`src/logic/regbank_pkg.sv`:
```
package regbank_pkg;

  localparam int DATA_W = 16; // width of one register
  localparam int ADDR_W = 8;  // processor byte address
  localparam int IDX_W  = 6;  // register index, byte address over four

  typedef logic [DATA_W-1:0] data_t;
  typedef logic [ADDR_W-1:0] addr_t;
  typedef logic [IDX_W-1:0]  idx_t;

  // response codes as seen on the write response and read data channels
  typedef enum logic [1:0] {
    resp_okay   = 2'b00,
    resp_slverr = 2'b10
  } resp_t;

  typedef struct packed {
    logic  valid;
    addr_t addr;
  } aw_t;

  typedef struct packed {
    logic  valid;
    data_t data;
  } w_t;

  typedef struct packed {
    logic  valid;
    resp_t resp;
  } b_t;

  typedef struct packed {
    logic  valid;
    addr_t addr;
  } ar_t;

  typedef struct packed {
    logic  valid;
    data_t data;
    resp_t resp;
  } r_t;

  // a decoded processor write, already checked against the register map
  typedef struct packed {
    logic  en;
    idx_t  idx;
    data_t data;
  } wr_cmd_t;

endpackage

```
`src/logic/cpu_write_port.sv`:
```
module cpu_write_port import regbank_pkg::*; #(
  parameter int unsigned REG_COUNT = 16
) (
  input  logic    clk,
  input  logic    rst_n,
  input  aw_t     aw,
  output logic    aw_ready,
  input  w_t      w,
  output logic    w_ready,
  output b_t      b,
  input  logic    b_ready,
  output wr_cmd_t wr_cmd
);

  // registers below this index hold identity constants
  localparam int unsigned FIRST_WRITABLE = 2;

  logic  aw_held;   // an address has been accepted and waits for its data
  logic  w_held;    // data has been accepted and waits for its address
  addr_t aw_addr_q;
  data_t w_data_q;
  logic  both_held;
  logic  b_valid;
  resp_t b_resp;

  idx_t  wr_idx;
  logic  aligned;
  logic  in_range;
  logic  writable;

  // new beats are refused while a response waits for the master
  assign aw_ready = !aw_held && !b_valid;
  assign w_ready  = !w_held && !b_valid;

  assign both_held = aw_held && w_held;

  assign wr_idx   = aw_addr_q[ADDR_W-1:2];
  assign aligned  = aw_addr_q[1:0] == 2'b00;
  assign in_range = 32'(wr_idx) < REG_COUNT;
  assign writable = aligned && in_range && 32'(wr_idx) >= FIRST_WRITABLE;

  // the command is live for the single cycle in which both halves are present
  assign wr_cmd = '{en: both_held && writable, idx: wr_idx, data: w_data_q};

  assign b = '{valid: b_valid, resp: b_resp};

  always_ff @(posedge clk or negedge rst_n) begin
    if (!rst_n) begin
      aw_held <= 1'b0;
      w_held  <= 1'b0;
      b_valid <= 1'b0;
    end else begin
      if (aw.valid && aw_ready) begin
        aw_held <= 1'b1;
      end
      if (w.valid && w_ready) begin
        w_held <= 1'b1;
      end
      if (both_held) begin
        // the write commits at this edge and the response goes out with it
        aw_held <= 1'b0;
        w_held  <= 1'b0;
        b_valid <= 1'b1;
      end else if (b_valid && b_ready) begin
        b_valid <= 1'b0;
      end
    end
  end

  always_ff @(posedge clk) begin
    if (aw.valid && aw_ready) begin
      aw_addr_q <= aw.addr;
    end
    if (w.valid && w_ready) begin
      w_data_q <= w.data;
    end
    if (both_held) begin
      b_resp <= writable ? resp_okay : resp_slverr; // misaligned, out of range or identity
    end
  end

  // the master may sample b on any cycle until it accepts it
  a_b_stable: assert property (
    @(posedge clk) disable iff (!rst_n)
    b.valid && !b_ready |=> $stable(b)
  );

  // a second write must not reach the store before the first one is acknowledged
  a_one_write: assert property (
    @(posedge clk) disable iff (!rst_n)
    wr_cmd.en |-> !b.valid
  );

endmodule

```
`src/logic/cpu_read_port.sv`:
```
module cpu_read_port import regbank_pkg::*; #(
  parameter int unsigned REG_COUNT = 16
) (
  input  logic  clk,
  input  logic  rst_n,
  input  ar_t   ar,
  output logic  ar_ready,
  output r_t    r,
  input  logic  r_ready,
  input  data_t regs [REG_COUNT]
);

  idx_t  ar_idx;
  logic  ar_ok;
  logic  rd_pend;   // address taken, data is sampled at the next edge
  idx_t  rd_idx_q;
  logic  rd_ok_q;
  data_t sel_val;
  logic  r_valid;
  data_t r_data;
  resp_t r_resp;

  assign ar_idx   = ar.addr[ADDR_W-1:2];
  assign ar_ok    = ar.addr[1:0] == 2'b00 && 32'(ar_idx) < REG_COUNT;
  assign ar_ready = !r_valid && !rd_pend; // one read in flight at a time

  // register mux, a bad address selects zero
  always_comb begin
    sel_val = '0;
    for (int i = 0; i < REG_COUNT; i++) begin
      if (rd_ok_q && rd_idx_q == idx_t'(i)) begin
        sel_val = regs[i];
      end
    end
  end

  assign r = '{valid: r_valid, data: r_data, resp: r_resp};

  always_ff @(posedge clk or negedge rst_n) begin
    if (!rst_n) begin
      rd_pend <= 1'b0;
      r_valid <= 1'b0;
    end else begin
      rd_pend <= ar.valid && ar_ready;
      if (rd_pend) begin
        r_valid <= 1'b1;
      end else if (r_valid && r_ready) begin
        r_valid <= 1'b0;
      end
    end
  end

  // sampling one cycle late picks up a write committed on the accepting edge
  always_ff @(posedge clk) begin
    if (ar.valid && ar_ready) begin
      rd_idx_q <= ar_idx;
      rd_ok_q  <= ar_ok;
    end
    if (rd_pend) begin
      r_data <= sel_val;
      r_resp <= rd_ok_q ? resp_okay : resp_slverr;
    end
  end

  a_r_stable: assert property (
    @(posedge clk) disable iff (!rst_n)
    r.valid && !r_ready |=> $stable(r)
  );

endmodule

```
`src/logic/reg_store.sv`:
```
module reg_store import regbank_pkg::*; #(
  parameter int unsigned REG_COUNT   = 16,
  parameter data_t       BURST_LIMIT = 16'd8
) (
  input  logic                 clk,
  input  logic                 rst_n,
  input  wr_cmd_t              wr_cmd,
  input  logic [REG_COUNT-1:0] fab_wr_stb,
  input  data_t                fab_wr_data [REG_COUNT],
  input  logic [REG_COUNT-1:0] fab_rd_stb,
  output data_t                fab_rd_data [REG_COUNT],
  output logic [REG_COUNT-1:0] fresh,
  output data_t                regs [REG_COUNT]
);

  // register 0 reports the register count, register 1 the burst limit
  localparam int unsigned READ_ONLY_REGS = 2;

  for (genvar i = 0; i < REG_COUNT; i++) begin : g_reg

    if (i < READ_ONLY_REGS) begin : g_id
      // identity registers are constants, fabric writes to them go nowhere
      if (i == 0) begin : g_count
        assign regs[i] = data_t'(REG_COUNT);
      end else begin : g_limit
        assign regs[i] = BURST_LIMIT;
      end
      assign fresh[i] = 1'b0; // the processor never commits here

    end else begin : g_rw
      logic  cpu_hit;
      data_t value;
      logic  fresh_q;

      assign cpu_hit = wr_cmd.en && wr_cmd.idx == idx_t'(i);

      always_ff @(posedge clk or negedge rst_n) begin
        if (!rst_n) begin
          value <= '0;
        end else if (cpu_hit) begin
          value <= wr_cmd.data; // processor wins a same-edge collision
        end else if (fab_wr_stb[i]) begin
          value <= fab_wr_data[i];
        end
      end

      // set by a processor commit, cleared once the fabric has read the value
      always_ff @(posedge clk or negedge rst_n) begin
        if (!rst_n) begin
          fresh_q <= 1'b0;
        end else if (cpu_hit) begin
          fresh_q <= 1'b1;
        end else if (fab_rd_stb[i]) begin
          fresh_q <= 1'b0;
        end
      end

      assign regs[i]  = value;
      assign fresh[i] = fresh_q;
    end

    // fabric read sees the value from before the edge, so a same-edge write is missed
    always_ff @(posedge clk or negedge rst_n) begin
      if (!rst_n) begin
        fab_rd_data[i] <= '0;
      end else if (fab_rd_stb[i]) begin
        fab_rd_data[i] <= regs[i];
      end
    end

  end

  // the write port has to filter identity and unmapped indices before they get here
  a_rw_target: assert property (
    @(posedge clk) disable iff (!rst_n)
    wr_cmd.en |-> 32'(wr_cmd.idx) >= READ_ONLY_REGS && 32'(wr_cmd.idx) < REG_COUNT
  );

endmodule

```
`src/logic/regbank_top.sv`:
```
module regbank_top import regbank_pkg::*; #(
  parameter int unsigned REG_COUNT   = 16,
  parameter data_t       BURST_LIMIT = 16'd8
) (
  input  logic                 clk,
  input  logic                 rst_n,
  input  aw_t                  aw,
  output logic                 aw_ready,
  input  w_t                   w,
  output logic                 w_ready,
  output b_t                   b,
  input  logic                 b_ready,
  input  ar_t                  ar,
  output logic                 ar_ready,
  output r_t                   r,
  input  logic                 r_ready,
  input  logic [REG_COUNT-1:0] fab_wr_stb,
  input  data_t                fab_wr_data [REG_COUNT],
  input  logic [REG_COUNT-1:0] fab_rd_stb,
  output data_t                fab_rd_data [REG_COUNT],
  output logic [REG_COUNT-1:0] fresh
);

  wr_cmd_t wr_cmd;            // decoded processor write into the store
  data_t   regs [REG_COUNT];  // live register values for the read mux

  cpu_write_port #(
    .REG_COUNT (REG_COUNT)
  ) u_cpu_write_port (
    .clk      (clk),
    .rst_n    (rst_n),
    .aw       (aw),
    .aw_ready (aw_ready),
    .w        (w),
    .w_ready  (w_ready),
    .b        (b),
    .b_ready  (b_ready),
    .wr_cmd   (wr_cmd)
  );

  cpu_read_port #(
    .REG_COUNT (REG_COUNT)
  ) u_cpu_read_port (
    .clk      (clk),
    .rst_n    (rst_n),
    .ar       (ar),
    .ar_ready (ar_ready),
    .r        (r),
    .r_ready  (r_ready),
    .regs     (regs)
  );

  reg_store #(
    .REG_COUNT   (REG_COUNT),
    .BURST_LIMIT (BURST_LIMIT)
  ) u_reg_store (
    .clk         (clk),
    .rst_n       (rst_n),
    .wr_cmd      (wr_cmd),
    .fab_wr_stb  (fab_wr_stb),
    .fab_wr_data (fab_wr_data),
    .fab_rd_stb  (fab_rd_stb),
    .fab_rd_data (fab_rd_data),
    .fresh       (fresh),
    .regs        (regs)
  );

endmodule

```
`config.mk`:
```
export PLATFORM = sky130hd
export DESIGN_NAME = regbank_top
export DESIGN_NICKNAME = d
export VERILOG_FILES = /design/src/logic/regbank_pkg.sv /design/src/logic/cpu_write_port.sv /design/src/logic/cpu_read_port.sv /design/src/logic/reg_store.sv /design/src/logic/regbank_top.sv
export SDC_FILE = /design/constraint.sdc
export NUM_CORES = 1
export LEC_CHECK = 0
export ABC_AREA = 1
export BUFFER_PORTS_ARGS = -buffer_cell sky130_fd_sc_hd__buf_2
export CAP_MARGIN = 5
export CORE_AREA = 2 2 241 243
export CTS_CLUSTER_SIZE = 28
export DETAILED_ROUTE_END_ITERATION = 16
export DIE_AREA = 0 0 243 245
export GPL_TIMING_DRIVEN = 0
export HOLD_SLACK_MARGIN = 0.05
export PLACE_DENSITY_LB_ADDON = 0.08
export REMOVE_ABC_BUFFERS = 1
export SYNTH_ARGS = -nofsm -noshare
export SYNTH_HDL_FRONTEND = slang
export SYNTH_SLANG_ARGS = --single-unit
```
`constraint.sdc`:
```
create_clock -name clk -period 5.1 [get_ports clk]
set_clock_uncertainty 0.15 [all_clocks]
set_input_delay 0.255 -clock clk [delete_from_list [all_inputs] [get_ports clk]]
set_output_delay 0.255 -clock clk [all_outputs]
set_load 0.005 [all_outputs]
```
; ---- After elaboration in Yosys (flattened, before gate mapping)
; Cells that the tools add are included.
[op_classes]
magnitude_cmp = 3
n_eq_ne = 29
muxes = 82
reduce_logical = 83
[op_table]
columns = op, count
row1 = two-way mux 16 bit, 43
row2 = "== test 6 x 4 -> 1 bit, second input constant", 16
row3 = nonzero test 2 bit, 32
row4 = "== test 6 x 3 -> 1 bit, second input constant", 8
row5 = logical AND 1 bit, 43
row6 = two-way mux 1 bit, 36
row7 = "== test 6 x 2 -> 1 bit, second input constant", 4
row8 = "< comparator 6 x 5 -> 1 bit, second input constant", 2
row9 = "== test 6 x 1 -> 1 bit, second input constant", 1
row10 = "greater-or-equal comparator 6 x 2 -> 1 bit, second input constant", 1
row11 = logical NOT 6 bit, 1
row12 = logical NOT 1 bit, 5
row13 = two-way mux 5 bit, 1
row14 = logical NOT 2 bit, 2
row15 = two-way mux 2 bit, 2
[totals]
ff_bits = 520
in_bits = 327
output_inout_bits = 297
wordCells = 253

; ---- Depth between registers and ports, before layout
[logic_depth]
word_depth = 18
mapped_depth = 14
mapped_depth_nobuf = 14

; ---- By module
; Synthesis repeated with hierarchy kept, for this count alone.
[unflattened]
hier_cells = 3013
area_unflattened_um2 = 25822.3
[modules_own_cells]
columns = module, n_inst, cells_per_inst, area_per_inst_um2, seq_area_each_um2
row1 = reg_store, 1, 2383, 21408.0, 11611.1
row2 = cpu_read_port, 1, 567, 3408.3, 770.7
row3 = cpu_write_port, 1, 63, 1006.0, 825.8

; ---- Worst setup path after synthesis
; No wires, ideal clock.
[synth_timing]
path_type = register -> register
from = register u_cpu_write_port.aw_addr_q[7]
to = register u_reg_store.g_reg[10].g_rw.value[14]
setup_ps = 142
t_arrival_ps = 1700
t_required_ps = 4808
path_slack_ps = 3107
path_stages_with_launch = 10
n_path_buf = 1
synth_period_minus_slack_ps = 1993
path_cell_list = edfxtp_1 > nor2_2 > inv_2 > nor3_2 > nand3_2 > nor4_4 > nand2_2 > clkbuf_1 > nand3_1 > o221ai_1
[synth_between]
elab_chain_len = 6
elab_cells_between_ends = 9
classes_between = order compare (2) / eq/ne (1) / mux (1) / reduce/logical (5)
[synth_lines]
columns = item, line
row1 = start: declaration, cpu_write_port.sv:20  ; addr_t aw_addr_q;
row2 = start signal: assignment, cpu_write_port.sv:72  ; aw_addr_q <= aw.addr;
row3 = < comparator 6 x 5 -> 1 bit, cpu_write_port.sv:39  ; assign in_range = 32'(wr_idx) < REG_COUNT;
row4 = logical AND 1 bit (2 in a row), cpu_write_port.sv:40  ; assign writable = aligned && in_range && 32'(wr_idx) >= FIRST_WRITABLE;
row5 = logical AND 1 bit, cpu_write_port.sv:43  ; assign wr_cmd = '{en: both_held && writable, idx: wr_idx, data: w_data_q};
row6 = logical AND 1 bit *, reg_store.sv:35  ; assign cpu_hit = wr_cmd.en && wr_cmd.idx == idx_t'(i);
row7 = two-way mux 16 bit / nonzero test 2 bit (equally long branches), --
row8 = end signal: assignment, reg_store.sv:41  ; value <= wr_cmd.data;
row9 = end signal: assignment, reg_store.sv:43  ; value <= fab_wr_data[i];
row10 = end: declaration, reg_store.sv:32  ; data_t value;
; Every way passes the cells marked *; elsewhere a longest branch is shown, timed or not.
; A chain may end at the register's enable or synchronous reset.

; ---- Worst setup path after layout
[layout_timing]
from = register u_cpu_write_port.aw_addr_q[7]
to = register u_reg_store.g_reg[8].g_rw.value[15]
[layout_between]
elab_chain_len = 6
elab_cells_between_ends = 9
classes_between = order compare (2) / eq/ne (1) / mux (1) / reduce/logical (5)
[layout_lines]
columns = item, line
row1 = < comparator 6 x 5 -> 1 bit, cpu_write_port.sv:39
row2 = logical AND 1 bit (2 in a row), cpu_write_port.sv:40
row3 = logical AND 1 bit, cpu_write_port.sv:43
row4 = logical AND 1 bit *, reg_store.sv:35
row5 = two-way mux 16 bit / nonzero test 2 bit (equally long branches), --
row6 = end signal: assignment, reg_store.sv:41
row7 = end signal: assignment, reg_store.sv:43
row8 = end: declaration, reg_store.sv:32
; Marks and branches as above.

==> summary.txt <==
Status - completed
Type of the worst setup path - reg2reg
Wire length on met3 - 7349 microns
Seq/Total Area, Yosys - 0.5865
CTS buffer count - 57
P per Cell Area - 343.4 mW/mm^2
Core Area - 0.05703 sq mm
Routability Congestion - 0.9140
Clk root buf - clkbuf_16
Die W - 243 microns
H-tree depth - 2
Final Hold Vio Count - 0
Max-cap viol count - 0
Largest net degree at the start of global routing - 94
Die area - 0.05954 sq mm
Global route total overflow - 0
Ys Warns - 0
Post-Synthesis Cell Area - 0.02252 sq mm
Clk_lat worst skew - 0.62 ns
FP Rows - 88
Avg Synthesized Cell Area - 9.490 sq um
Final Setup Violations - 0
Layout area overhead - 45.72%
ANT nets after route - 0
Resized Gates After CTS - 0
WHS - 0.05560 ns
Maximum buffer depth of the clock tree - 3
Metal2 WL - 45980 microns
Final period util - 0.7599
CP arrival - 4.22 ns
CP Data Required Time - 5.44 ns
Top Metal Used - met5
Worst reg-to-reg setup slack - 1.22 ns
Via density - 5.370
CP Max Fanout - 35
First-pass GRT wire length - 140900 microns
DRT Wirelength - 97480 microns
Post-route cell area - 0.03282 sq mm
Fin crit period - 3.875 ns
Vias - 22280
Share of layout cells above drive strength 1 - 0.2124
Nets - 3655
Clock Sink Count - 518
Yosys reg bits - 518
Iter 0 DRT Violations - 2164
WL/cell - 23.50 microns
CTS tree - yes
Worst min-delay path class - in2async
Post-route DRC violation count - 0
Synth unique cells - 30
Total Routing Usage GR - 0.3199
Clock-pin slew of the registers on the worst-case setup and hold paths - 0.06 ns
CP startpoint kind - flop
Post-DP Area - 0.02560 sq mm
Met1 Wirelength - 39550 microns
Placed cell count - 3522
Measured slew at the worst slew-check pin - 1.399 ns
TritonRoute pass-1 iters - 5
Final core utilization - 0.5754
Endpoint class of the critical path - flop
Initial core utilization - 0.3949
RSZ-0062 raised after global routing - false
Die height - 245 microns
Mapped Cells - 2373
Port Buf Inserts - 555
Number of global-route vias before repair - 22110
Final Max Slew Viols - 0
Initial antenna violation count - 9
Dpl hpwl - 65910 microns
Setup tns final - 0 ns
Lkg Pwr - 14.97 nW
Max VDD drop - 0.2624 mV
Top achievable clock speed - 258.0 MHz
Relative slew slack - 0.06610
IO Pins - 624
Non-Filler Instances - 4148
critical path, stage by stage (launching register included):
cell	delay, ns
edfxtp_1	0.37
nor2_2	0.24
inv_2	0.12
nor3_2	0.17
nand3_2	0.18
nor3_2	0.25
nand2_1	0.76
nand3_1	0.25
dlygate4sd3_1	0.57
o211ai_1	0.08
dlygate4sd3_1	0.60
registers in the layout, summed over array words and instances, names as in the netlist, 6 cells and up:
register / count
u_reg_store.g.g_rw.fresh_q: 14
u_cpu_write_port.aw_addr_q: 8
u_cpu_read_port.rd_idx_q: 6
u_cpu_write_port.w_data_q: 16
u_reg_store.g.g_rw.value: 224
u_cpu_read_port.r_data: 16
u_reg_store.fab_rd_data: 226
through the flow:
step / power [mW] / setup slack [ns]
6_report: 11.27 / 1.225
5_1_grt: 11.67 / 0.8797
4_1_cts: 11.27 / 1.243
3_5_place_dp: 6.590 / 1.445
3_3_place_gp: 6.538 / -6.353
2_1_floorplan: 5.521 / 2.341
Yosys cell counts:
cell | n | share of area
edfxtp_1 | 49 | 0.065
nand3_2 | 1 | 0.00044
nor4_4 | 1 | 0.00094
nor4_1 | 3 | 0.00083
nor2_2 | 1 | 0.00028
dfrtp_1 | 469 | 0.52
nor3b_1 | 1 | 0.00033
inv_2 | 2 | 0.00033
buf_1 | 21 | 0.0035
nor3_2 | 2 | 0.00089
mux2_2 | 21 | 0.011
buf_4 | 57 | 0.019
nand2_1 | 219 | 0.037
clkbuf_1 | 112 | 0.019
nor3_1 | 3 | 0.00067
a21oi_1 | 209 | 0.046
o221ai_1 | 203 | 0.079
nor2_4 | 1 | 0.00050
buf_2 | 26 | 0.0058
nand2_2 | 14 | 0.0039
o21ai_0 | 26 | 0.0058
nand3_1 | 266 | 0.059
o2111ai_1 | 2 | 0.00078
inv_1 | 294 | 0.049
clkinv_1 | 1 | 0.00017
or2_2 | 2 | 0.00056
nor2_1 | 300 | 0.050
nand4_1 | 45 | 0.013
o211ai_1 | 21 | 0.0070
conb_1 | 1 | 0.00017
metal layers:
metal / track usage / up-vias
met5: 0 / -
met4: 0.1389 / 6
met3: 0.05653 / 230
met2: 0.5197 / 1032
met1: 0.4219 / 11060
li1: - / 9953
what timing repair did:
item / 4_1_cts / 5_1_grt
buffers inserted: 0 / 0
hold buffers: 508 / 0
hold endpoints to repair: 606 / 0
final timing paths:
| kind | from | endpoint | cells after the start |
|---|---|---|---|
| worst max register to register | u_cpu_write_port.aw_addr_q[7]$_DFFE_PP_ | u_reg_store.g_reg[8].g_rw.value[15]$_DFFE_PN0P_ | 10 |
| min in group clk | w[15] | u_cpu_write_port.w_data_q[15]$_DFFE_PP_ | 2 |
| worst min register to register | u_reg_store.fab_rd_data[227]$_DFFE_PN0P_ | u_reg_store.fab_rd_data[227]$_DFFE_PN0P_ | 1 |
| worst min-delay path | rst_n | u_reg_store.g_reg[5].g_rw.fresh_q$_DFFE_PN0P_ | 3 |
| worst max-delay path | u_cpu_write_port.aw_addr_q[7]$_DFFE_PP_ | u_reg_store.g_reg[8].g_rw.value[15]$_DFFE_PN0P_ | 10 |
| max in group asynchronous | rst_n | u_reg_store.fab_rd_data[41]$_DFFE_PN0P_ | 6 |
kinds of logic after synthesis:
family	after synthesis	share of synthesized area
simple gates	859	0.1675
flops	518	0.5865
buf+inv	513	0.09645
compound gates	461	0.1390
mux	21	0.01050
other cells	1	0.0001665
power by group:
group	internal (mW)	switching (mW)
logic	0.782	1.15
registers	4.64	0.305
clock network	2.62	1.77
final cells by class:
type	count	area, sq um
Antenna cell	7	17.52
Clock buffer	91	1809
Clock inverter	16	186.4
Fill cell	5126	24220
Inverter	297	1115
Multi-Input combinational cell	1375	7287
Sequential cell	518	13210
Tap cell	765	957.2
Timing Repair Buffer	1079	8237
placed cells by master, fill, tap and decap left out, types with 61 or more instances in the layout:
cell	synthesis	routed
buf_2	26	555
dlygate4sd3_1	0	507
dfrtp_1	469	469
nor2_1	300	297
inv_1	294	294
nand3_1	266	265
nand2_1	219	219
a21oi_1	209	209
o221ai_1	203	203
clkbuf_16	0	61
No activity file was read; power rests on OpenSTA's default activity.
